<file path="src/cpuPkg.sv">
package cpuPkg;

	localparam int WordWidth = 16;
	localparam int AddrWidth = 12;
	localparam int OpWidth = 4;

	// Credits granted by the memory out of reset, equal to its request queue depth.
	localparam int MemCredits = 2;
	localparam int CreditWidth = $clog2(MemCredits + 1);
	localparam int OwnerPtrWidth = (MemCredits > 1) ? $clog2(MemCredits) : 1;

	localparam logic [OpWidth-1:0] OpEnd = 4'd0;
	localparam logic [OpWidth-1:0] OpLdAc = 4'd1;
	localparam logic [OpWidth-1:0] OpStAc = 4'd2;
	localparam logic [OpWidth-1:0] OpAdd = 4'd3;
	localparam logic [OpWidth-1:0] OpIncAc = 4'd4;
	localparam logic [OpWidth-1:0] OpRstAc = 4'd5;
	localparam logic [OpWidth-1:0] OpJmp = 4'd6;
	localparam logic [OpWidth-1:0] OpJmpz = 4'd7;

	// Owner of an outstanding read.
	localparam logic ReqFetch = 1'b0;
	localparam logic ReqData = 1'b1;

	localparam int StateWidth = 3;
	localparam logic [StateWidth-1:0] StFetch = 3'd0;
	localparam logic [StateWidth-1:0] StWaitFetch = 3'd1;
	localparam logic [StateWidth-1:0] StExecute = 3'd2;
	localparam logic [StateWidth-1:0] StWaitData = 3'd3;
	localparam logic [StateWidth-1:0] StHalt = 3'd4;

	// One memory word, read either as an instruction or as a data value.
	typedef union packed {
		struct packed {
			logic [OpWidth-1:0] opcode;
			logic [AddrWidth-1:0] operand;
		} insn;
		logic signed [WordWidth-1:0] data;
	} memWord_u;

endpackage

</file>
<file path="src/controlUnit.sv">
`timescale 1ns/1ps

module controlUnit import cpuPkg::*; (
	input logic clk,
	input logic arstN,
	input memWord_u instr,
	input logic fetchDone,
	input logic dataDone,
	input logic accZero,
	output logic startFetch,
	output logic loadPc,
	output logic incPc,
	output logic startLoad,
	output logic startStore,
	output logic doAdd,
	output logic doInc,
	output logic doRst,
	output logic [AddrWidth-1:0] operandAddr,
	output logic halted
);

	logic [StateWidth-1:0] state;
	logic [OpWidth-1:0] opcode;
	logic haltOp;
	logic memOp;

	assign opcode = instr.insn.opcode;
	assign operandAddr = instr.insn.operand;

	// Codes past OpJmpz are not assigned and stop the program like OpEnd.
	assign haltOp = (opcode == OpEnd) || (opcode > OpJmpz);
	assign memOp = (opcode == OpLdAc) || (opcode == OpStAc) || (opcode == OpAdd);

	always_ff @(posedge clk or negedge arstN) begin
		if (!arstN) begin
			state <= StFetch;
			startFetch <= 1'b0;
			loadPc <= 1'b0;
			incPc <= 1'b0;
			startLoad <= 1'b0;
			startStore <= 1'b0;
			doAdd <= 1'b0;
			doInc <= 1'b0;
			doRst <= 1'b0;
			halted <= 1'b0;
		end else begin
			// Commands are single-cycle pulses.
			startFetch <= 1'b0;
			loadPc <= 1'b0;
			incPc <= 1'b0;
			startLoad <= 1'b0;
			startStore <= 1'b0;
			doAdd <= 1'b0;
			doInc <= 1'b0;
			doRst <= 1'b0;

			case (state)
				StFetch: begin
					startFetch <= 1'b1;
					state <= StWaitFetch;
				end
				StWaitFetch: begin
					if (fetchDone && haltOp) begin
						halted <= 1'b1;
						state <= StHalt;
					end else if (fetchDone) begin
						state <= StExecute;
						case (opcode)
							OpLdAc: startLoad <= 1'b1;
							OpStAc: startStore <= 1'b1;
							OpAdd: doAdd <= 1'b1;
							OpIncAc: begin
								doInc <= 1'b1;
								incPc <= 1'b1;
							end
							OpRstAc: begin
								doRst <= 1'b1;
								incPc <= 1'b1;
							end
							OpJmp: loadPc <= 1'b1;
							OpJmpz: begin
								loadPc <= accZero;
								incPc <= !accZero;
							end
							default: ;
						endcase
					end
				end
				StExecute: begin
					// The PC settles at the end of this cycle, before the next fetch reads it.
					if (memOp) begin
						state <= StWaitData;
					end else begin
						startFetch <= 1'b1;
						state <= StWaitFetch;
					end
				end
				StWaitData: begin
					if (dataDone) begin
						incPc <= 1'b1;
						state <= StFetch;
					end
				end
				StHalt: state <= StHalt;
				default: state <= StFetch;
			endcase
		end
	end

endmodule

</file>
<file path="src/dataUnit.sv">
`timescale 1ns/1ps

module dataUnit import cpuPkg::*; (
	input logic clk,
	input logic arstN,
	input logic startLoad,
	input logic startStore,
	input logic doAdd,
	input logic doInc,
	input logic doRst,
	input logic [AddrWidth-1:0] operandAddr,
	input logic dataGnt,
	input logic dataRsp,
	input memWord_u rspData,
	output logic dataReq,
	output logic dataWrite,
	output logic [AddrWidth-1:0] dataAddr,
	output logic [WordWidth-1:0] dataWdata,
	output logic dataDone,
	output logic [WordWidth-1:0] acc,
	output logic accZero
);

	logic addMode;
	logic startAccess;

	assign startAccess = startLoad || startStore || doAdd;
	assign dataWdata = acc;
	assign accZero = (acc == '0);

	always_ff @(posedge clk or negedge arstN) begin
		if (!arstN) begin
			acc <= '0;
			dataReq <= 1'b0;
			dataWrite <= 1'b0;
			addMode <= 1'b0;
			dataDone <= 1'b0;
		end else begin
			if (startAccess) begin
				dataReq <= 1'b1;
				dataWrite <= startStore;
				addMode <= doAdd;
			end else if (dataGnt) begin
				dataReq <= 1'b0;
			end

			// A store is finished once granted, a read once its data is back.
			dataDone <= dataRsp || (dataGnt && dataWrite);

			// The sum wraps at the word width.
			if (dataRsp) begin
				acc <= addMode ? acc + rspData.data : rspData.data;
			end else if (doRst) begin
				acc <= '0;
			end else if (doInc) begin
				acc <= acc + 1'b1;
			end
		end
	end

	always_ff @(posedge clk) begin
		if (startAccess) begin
			dataAddr <= operandAddr;
		end
	end

endmodule

</file>
<file path="src/fetchUnit.sv">
`timescale 1ns/1ps

module fetchUnit import cpuPkg::*; (
	input logic clk,
	input logic arstN,
	input logic startFetch,
	input logic loadPc,
	input logic incPc,
	input logic [AddrWidth-1:0] jumpAddr,
	input logic fetchGnt,
	input logic fetchRsp,
	input logic [WordWidth-1:0] rspData,
	output logic fetchReq,
	output logic [AddrWidth-1:0] fetchAddr,
	output logic fetchDone,
	output memWord_u instr
);

	logic [AddrWidth-1:0] pc;

	assign fetchAddr = pc;

	always_ff @(posedge clk or negedge arstN) begin
		if (!arstN) begin
			pc <= '0;
			fetchReq <= 1'b0;
			fetchDone <= 1'b0;
		end else begin
			if (loadPc) begin
				pc <= jumpAddr;
			end else if (incPc) begin
				pc <= pc + 1'b1;
			end

			// The request is held until the arbiter grants it.
			if (startFetch) begin
				fetchReq <= 1'b1;
			end else if (fetchGnt) begin
				fetchReq <= 1'b0;
			end

			fetchDone <= fetchRsp;
		end
	end

	// The instruction register is valid in the cycle fetchDone is high.
	always_ff @(posedge clk) begin
		if (fetchRsp) begin
			instr <= rspData;
		end
	end

endmodule

</file>
<file path="src/memArbiter.sv">
`timescale 1ns/1ps

module memArbiter import cpuPkg::*; (
	input logic clk,
	input logic arstN,
	input logic fetchReq,
	input logic [AddrWidth-1:0] fetchAddr,
	output logic fetchGnt,
	output logic fetchRsp,
	input logic dataReq,
	input logic dataWrite,
	input logic [AddrWidth-1:0] dataAddr,
	input logic [WordWidth-1:0] dataWdata,
	output logic dataGnt,
	output logic dataRsp,
	output logic [WordWidth-1:0] rspData,
	output logic memReqValid,
	output logic memReqWrite,
	output logic [AddrWidth-1:0] memReqAddr,
	output logic [WordWidth-1:0] memReqData,
	input logic memCredit,
	input logic memRspValid,
	input logic [WordWidth-1:0] memRspData
);

	logic [CreditWidth-1:0] creditCnt;
	logic [CreditWidth-1:0] ownerCnt;
	logic ownerQ [MemCredits];
	logic [OwnerPtrWidth-1:0] wrPtr;
	logic [OwnerPtrWidth-1:0] rdPtr;
	logic haveCredit;
	logic ownerFull;
	logic readIssue;

	function automatic logic [OwnerPtrWidth-1:0] stepPtr(input logic [OwnerPtrWidth-1:0] ptr);
		if (ptr == OwnerPtrWidth'(MemCredits - 1)) begin
			return '0;
		end
		return ptr + 1'b1;
	endfunction

	assign haveCredit = (creditCnt != '0);
	assign ownerFull = (ownerCnt == CreditWidth'(MemCredits));

	// The data unit wins. A read also needs a free slot in the owner queue.
	assign dataGnt = dataReq && haveCredit && (dataWrite || !ownerFull);
	assign fetchGnt = fetchReq && !dataReq && haveCredit && !ownerFull;

	assign memReqValid = dataGnt || fetchGnt;
	assign memReqWrite = dataGnt && dataWrite;
	assign memReqAddr = dataGnt ? dataAddr : fetchAddr;
	assign memReqData = dataWdata;
	assign readIssue = memReqValid && !memReqWrite;

	// Responses come back in order, so the oldest queued owner takes them.
	assign fetchRsp = memRspValid && (ownerQ[rdPtr] == ReqFetch);
	assign dataRsp = memRspValid && (ownerQ[rdPtr] == ReqData);
	assign rspData = memRspData;

	always_ff @(posedge clk or negedge arstN) begin
		if (!arstN) begin
			creditCnt <= CreditWidth'(MemCredits);
		end else begin
			case ({memReqValid, memCredit})
				2'b10: creditCnt <= creditCnt - 1'b1;
				2'b01: creditCnt <= creditCnt + 1'b1;
				default: creditCnt <= creditCnt;
			endcase
		end
	end

	always_ff @(posedge clk or negedge arstN) begin
		if (!arstN) begin
			wrPtr <= '0;
			rdPtr <= '0;
			ownerCnt <= '0;
		end else begin
			if (readIssue) begin
				wrPtr <= stepPtr(wrPtr);
			end
			if (memRspValid) begin
				rdPtr <= stepPtr(rdPtr);
			end
			ownerCnt <= ownerCnt + CreditWidth'(readIssue) - CreditWidth'(memRspValid);
		end
	end

	always_ff @(posedge clk) begin
		if (readIssue) begin
			ownerQ[wrPtr] <= dataGnt ? ReqData : ReqFetch;
		end
	end

endmodule

</file>
<file path="src/procCore.sv">
`timescale 1ns/1ps

module procCore import cpuPkg::*; (
	input logic clk,
	input logic arstN,
	output logic memReqValid,
	output logic memReqWrite,
	output logic [AddrWidth-1:0] memReqAddr,
	output logic [WordWidth-1:0] memReqData,
	input logic memCredit,
	input logic memRspValid,
	input logic [WordWidth-1:0] memRspData,
	output logic halted,
	output logic [WordWidth-1:0] acc
);

	memWord_u instr;
	logic [AddrWidth-1:0] operandAddr;
	logic startFetch, loadPc, incPc, fetchDone;
	logic startLoad, startStore, doAdd, doInc, doRst, dataDone, accZero;
	logic fetchReq, fetchGnt, fetchRsp;
	logic [AddrWidth-1:0] fetchAddr;
	logic dataReq, dataWrite, dataGnt, dataRsp;
	logic [AddrWidth-1:0] dataAddr;
	logic [WordWidth-1:0] dataWdata;
	logic [WordWidth-1:0] rspData;

	controlUnit uControl (
		.clk, .arstN, .instr, .fetchDone, .dataDone, .accZero,
		.startFetch, .loadPc, .incPc, .startLoad, .startStore,
		.doAdd, .doInc, .doRst, .operandAddr, .halted
	);

	fetchUnit uFetch (
		.clk, .arstN, .startFetch, .loadPc, .incPc,
		.jumpAddr(operandAddr), .fetchGnt, .fetchRsp, .rspData,
		.fetchReq, .fetchAddr, .fetchDone, .instr
	);

	dataUnit uData (
		.clk, .arstN, .startLoad, .startStore, .doAdd, .doInc, .doRst,
		.operandAddr, .dataGnt, .dataRsp, .rspData,
		.dataReq, .dataWrite, .dataAddr, .dataWdata, .dataDone, .acc, .accZero
	);

	memArbiter uArbiter (
		.clk, .arstN,
		.fetchReq, .fetchAddr, .fetchGnt, .fetchRsp,
		.dataReq, .dataWrite, .dataAddr, .dataWdata, .dataGnt, .dataRsp,
		.rspData,
		.memReqValid, .memReqWrite, .memReqAddr, .memReqData,
		.memCredit, .memRspValid, .memRspData
	);

endmodule

</file>
<file path="config.mk">
export PLATFORM = sky130hd
export DESIGN_NAME = procCore
export DESIGN_NICKNAME = d
export VERILOG_FILES = /design/src/cpuPkg.sv /design/src/controlUnit.sv /design/src/dataUnit.sv /design/src/fetchUnit.sv /design/src/memArbiter.sv /design/src/procCore.sv
export SDC_FILE = /design/constraint.sdc
export NUM_CORES = 1
export LEC_CHECK = 0
export ABC_AREA = 1
export BUFFER_PORTS_ARGS = -buffer_cell sky130_fd_sc_hd__buf_2
export CAP_MARGIN = 20
export CORE_MARGIN = 2
export CORE_UTILIZATION = 45
export CTS_CLUSTER_SIZE = 25
export DETAILED_ROUTE_END_ITERATION = 8
export PLACE_DENSITY = 0.72
export SETUP_SLACK_MARGIN = 0.15
export SYNTH_ARGS = -nofsm -noshare
export SYNTH_HDL_FRONTEND = slang
export SYNTH_SLANG_ARGS = --single-unit
export TNS_END_PERCENT = 1
</file>
<file path="constraint.sdc">
create_clock -name clk -period 3.75 [get_ports clk]
set_input_delay 0.75 -clock clk [delete_from_list [all_inputs] [get_ports clk]]
set_output_delay 0.75 -clock clk [all_outputs]
set_load 0.005 [all_outputs]
</file>
-- Yosys cells after proc, flatten, opt, wreduce, memory -nomap -nowiden
Memory sizes are Yosys's and may differ from the RTL's.
Cells that the tools add are included.
- bitwise operators: 1
- mux-type cells: 59
- reduce and logical (&&, ||, !) cells: 34
- eq/ne operators: 16
- add/subtract/negate cells: 9
- magnitude comparators: 1
- operators by type and width (cell ; count):
    $mux 16 ; 4
    $mux 1 ; 42
    $mux 12 ; 3
    $add 16x1->16 const B ; 1
    $add 16x16->16 ; 1
    $eq 4x3->1 const B ; 4
    $logic_not 16->1 ; 1
    $pmux 3 s5 ; 1
    $add 12x1->12 const B ; 1
    $logic_and 1x1->1 ; 10
    $reduce_bool 2->1 ; 5
    $mux 3 ; 3
    $eq 4x2->1 const B ; 2
    $logic_or 1x1->1 ; 8
    $pmux 1 s2 ; 4
    $eq 3x2->1 const B ; 2
    $eq 2x2->1 const B ; 2
    $eq 4x1->1 const B ; 1
    $gt 4x3->1 const B ; 1
    $logic_not 1->1 ; 4
    $logic_not 4->1 ; 1
    $pmux 2 s2 ; 1
    $reduce_and 2->1 ; 2
    $eq 3x1->1 const B ; 1
    14 further kinds ; 15
- logic and storage cells: 145
- memories kept: 1
- flip-flop bits (word level): 80
- bits in writable memories: 2
- input bits: 20
- output and inout bits: 47
- memories (memory ; words ; bits a word ; rd ports ; clocked after Yosys merged registers in ; wr ports ; line ; source):
    uArbiter.ownerQ ; 2 ; 1 ; 1 ; 0 ; 1 ; memArbiter.sv:28 ; logic ownerQ [MemCredits];

-- Longest topological paths before layout
- depth in word-level cells: 9
- gate-level depth with buffers: 13
- depth with buffers taken out: 13

-- Hierarchy
Synthesis repeated with hierarchy kept, for this count alone.
- cell total of the unflattened synthesis: 747
- area total of the unflattened synthesis: 5655.4 um^2
- modules (own cells, without submodules) (module ; area each (um^2) ; seq. area each (um^2) ; cells an instance ; times used):
    dataUnit ; 2909.0 ; 860.8 ; 433 ; 1
    fetchUnit ; 1276.2 ; 830.8 ; 120 ; 1
    memArbiter ; 858.3 ; 211.5 ; 123 ; 1
    controlUnit ; 611.8 ; 300.3 ; 71 ; 1

-- Worst setup path before layout
No wires, ideal clock.
- kind: in2reg
- start: in memRspData[0]
- end: reg uData.acc[10]
- stages: 12
- required time: 3.624 ns
- setup slack: 1.564 ns
- setup time: 0.126 ns
- data arrival time: 2.061 ns
- cell sequence: ha_1 -> fa_1 -> nand2_1 -> nand3_1 -> nand3_1 -> nand2_1 -> nand2_1 -> nand2_1 -> nand2_1 -> nand2_1 -> o21ai_0 -> a21oi_2
- longest elaborated chain between the ends: 3
- RTL lines (element ; line ; source):
    start, declared ; procCore.sv:12 ; input logic [WordWidth-1:0] memRspData,
    $add 16x16->16 ; dataUnit.sv:52 ; acc <= addMode ? acc + rspData.data : rspData.data;
    $mux 16 ; dataUnit.sv:52 ;
    $mux 16 ; dataUnit.sv:51 ; if (dataRsp) begin
    end signal, assigned ; dataUnit.sv:52 ;
    end signal, assigned ; dataUnit.sv:56 ; acc <= acc + 1'b1;
    end, declared ; dataUnit.sv:20 ; output logic [WordWidth-1:0] acc,
Every way passes these cells.
A chain may end at the register's enable or synchronous reset.

-- Worst setup path in the final report
- start: reg uArbiter.creditCnt[1]
- end: out memReqAddr[5]
- longest elaborated chain between the ends: 4
- RTL lines (element ; line ; source):
    start, declared ; memArbiter.sv:26 ; logic [CreditWidth-1:0] creditCnt;
    start signal, assigned ; memArbiter.sv:62 ; creditCnt <= CreditWidth'(MemCredits);
    start signal, assigned ; memArbiter.sv:65 ; 2'b10: creditCnt <= creditCnt - 1'b1;
    start signal, assigned ; memArbiter.sv:66 ; 2'b01: creditCnt <= creditCnt + 1'b1;
    $reduce_bool 2->1 ; memArbiter.sv:42 ; assign haveCredit = (creditCnt != '0);
    $logic_and 1x1->1 (2 in a row) ; memArbiter.sv:46 ; assign dataGnt = dataReq && haveCredit && (dataWrite || !ownerFull);
    $mux 12 ; memArbiter.sv:51 ; assign memReqAddr = dataGnt ? dataAddr : fetchAddr;
    end, declared ; procCore.sv:8 ; output logic [AddrWidth-1:0] memReqAddr,
Every way passes these cells.

==> summary.md <==
| Metric | Value |
|---|---|
| Final setup violation count | 0 |
| Peak VDD IR | 310 uV |
| Vias per inst | around 5.2 |
| Final Non-Filler Cells | between 800 and 900 |
| CTS max path bufs | 2 |
| Post-CTS Setup Bufs | 0 |
| Register area share after synthesis | 43.2% |
| Max cap viols | 0 |
| Routed wire length | 12200 um |
| Fin. max-slew vios | 0 |
| Area Overhead vs Synth | 12.7% |
| Power per Cell Area | 758 nW/um2 |
| Mapped Nets | 691 |
| Width of the die | 110 um |
| WP data arrival | 2120 ps |
| CTS sink count | 82 |
| Synth cell types | 50 |
| Fin crit share | approximately three quarters |
| Fmax | 0.348 GHz |
| Final Skew | 9.63 ps |
| Largest net degree at the start of global routing | 31 |
| DR pass1 iterations | 5 |
| Final Hold Fails | 0 |
| Root buffer cell | clkbuf_16 |
| Total die area | 12200 um2 |
| GRT Util Overall | 20.5% |
| Worst Tran Pin Value | 893 ps |
| Slew HR | 40.5% |
| Starting DRT DRC Count | 328 |
| DP HPWL | 9180 um |
| Vias in the first global route | about 4.2k |
| Initial Util | between 40% and 50% |
| Run status | completed |
| Cells after Synth | between 600 and 700 |
| HP Class | flop to flop |
| Share of cells above drive strength 1 | 16.7% |
| Setup_tns | 0 ps |
| GR Util met3 | roughly 3.8% |
| # hold bufs at CTS | 0 |
| CP Class | flop to primary output |
| Yosys reg bits | 82 |
| Routed Antenna Nets | 0 |
| FP Rows | 38 |
| Core area | 10900 um2 |
| Vias | between 4k and 5k |
| Placed cell count | 831 |
| Number of remaining DRC errors | 0 |
| Post-CTS sizing | 0 |
| First-pass GRT wire length | 20400 um |
| Setup crit end kind | primary output |
| Yosys warnings | 0 |
| TritonCTS Buffers | 9 |
| Number of port buffers | 66 |
| Antenna cells | 0 |
| Worst Path Required | 3000 ps |
| Pleak | 0.00280 uW |
| Grt peak-use layer | met2 |
| H-tree depth | 3 |
| Die span in y | 110 um |
| Initial antenna violation count | 0 |
| Cell Area, Synth | 5100 um2 |
| Later-pin clock latency in the skew report | between 300 and 400 ps |
| Average wire per cell in the routed design | 14.4 um |
| GRT met1 Usage | 28.5% |
| Fill count | 1046 |
| Worst-path maximum fanout | 23 |
| CTS clock-pin slew for the worst setup and hold paths | 70 ps |
| Met2 GRT Util | around a third |
| RSZ-0062 raised after global routing | no |
| Nets | 744 |
| Remaining Overflow, GRT | 0 |
| Tmin final | 2870 ps |
| CTS tree | yes |
| GP Congestion | 0.904 |
| Number of top-level pins | 67 |
| Startpoint class of the critical path | flop |
| Syn Area/Cell | 7.86 um2 |
-- state kept, by name, indices dropped and copies added (netlist names), 2 cells and up --
signal              flops
uData.acc              16
uFetch.instr           16
uData.dataAddr         12
uFetch.fetchAddr       12
uControl.state          3
uArbiter.creditCnt      2
uArbiter.ownerCnt       2
uArbiter.ownerQ         2
-- metal layers --
layer	vias to the layer above	part of all wire, %
li1	2193	-
met1	2028	45
met2	180	46
met3	31	6.1
met4	0	2.8
met5	-	0
-- cells in the final DEF, fill, tap and decap left out, types with 6 or more instances in the layout --
master,instances
o21ai_0,25
inv_2,9
buf_2,66
ha_1,21
edfxtp_1,30
dfrtp_1,51
nor2_1,78
clkbuf_16,9
xor2_1,15
nand4_1,6
a21oi_1,31
xnor2_1,7
inv_1,83
nor3_1,12
nand3_1,34
a22oi_1,8
nand2_1,157
-- critical path: stages (launching register included) --
cell	delay [ps]
dfstp_2	540
nor2_1	40
inv_1	80
o211ai_2	190
inv_1	530
nand2_1	130
o21ai_0	110
buf_2	150
-- final timing paths --
kind	startpoint	to	slack, ps	cells past startpoint
min in group asynchronous	arstN	uFetch.fetchAddr[3]	470	1
min reg2reg	uControl.startFetch	uFetch.fetchReq	430	1
min	uControl.startFetch	uFetch.fetchReq	430	1
max in group asynchronous	arstN	uArbiter.creditCnt[1]	2440	2
max reg2reg	uData.acc[0]	uData.acc[10]	1630	12
max	uArbiter.creditCnt[1]	memReqAddr[5]	880	7
-- power breakdown --
| group | internal [uW] | switching, uW | leakage, uW | total (uW) |
|---|---|---|---|---|
| Clock | 521 | 368 | 0.000147 | 889 |
| Sequential | 1230 | 338 | 0.000931 | 1570 |
| Combinational | 749 | 1160 | 0.00172 | 1900 |
| Total | 2500 | 1860 | 0.00280 | 4360 |
-- cell type report --
type / count / area, um2 / area share, %
Clock inverter: 7 / 75.1 / 1.30
Sequential cell: 82 / 2200 / 38.3
Tap cell: 140 / 175 / 3.04
Clock buffer: 9 / 225 / 3.91
Multi-Input combinational cell: 447 / 2370 / 41.3
Timing Repair Buffer: 68 / 345 / 6.00
Inverter: 94 / 355 / 6.18
-- synthesized netlist by cell type, drive strengths merged --
| master | count | area share (%) |
|---|---|---|
| nand4 | 6 | 0.74 |
| a21oi | 32 | 3.2 |
| clkbuf | 3 | 0.22 |
| edfxtp | 30 | 18 |
| nand3 | 36 | 3.7 |
| o31ai | 1 | 0.15 |
| inv | 93 | 6.9 |
| buf | 23 | 3.1 |
| nor2 | 85 | 7.0 |
| o21ai | 31 | 3.1 |
| or2 | 3 | 0.37 |
| and2 | 2 | 0.25 |
| a22oi | 8 | 1.2 |
| a2bb2oi | 1 | 0.17 |
| nor4 | 3 | 0.49 |
| a211oi | 1 | 0.15 |
| clkinv | 1 | 0.073 |
| fa | 1 | 0.39 |
| ha | 21 | 5.1 |
| nand2 | 163 | 12 |
| o221ai | 1 | 0.17 |
| dfstp | 1 | 0.51 |
| a31oi | 2 | 0.25 |
| dfrtp | 51 | 25 |
| o21a | 1 | 0.15 |
| o22ai | 1 | 0.12 |
| a21o | 1 | 0.15 |
| o211ai | 6 | 0.98 |
| xor2 | 15 | 2.6 |
| nor3 | 14 | 1.7 |
| xnor2 | 7 | 1.2 |
| o21bai | 5 | 0.81 |
-- logic make-up (layout without fill, tap and decap cells) --
kind of cell,after synthesis,count (layout),synth area share (%)
compound gates,91,91,10.6
buf+inv,120,178,10.3
fa+ha+maj,22,22,5.54
simple gates,312,312,26.6
xor+xnor,22,22,3.78
flops,82,82,43.2
-- metrics by stage --
stage	total power (uW)	area [um2]	util (%)	worst slack [ps]	hold slack [ps]
5_1_grt	4730	5750	52.6	647	457
2_1_floorplan	2930	5100	-	1560	404
3_3_place_gp	3410	5450	49.9	1250	409
4_1_cts	4380	5750	52.6	868	440
3_5_place_dp	3470	5450	49.9	1250	425
6_report	4360	5750	52.6	878	434
Note: power is estimated with default switching activity, not from simulation.
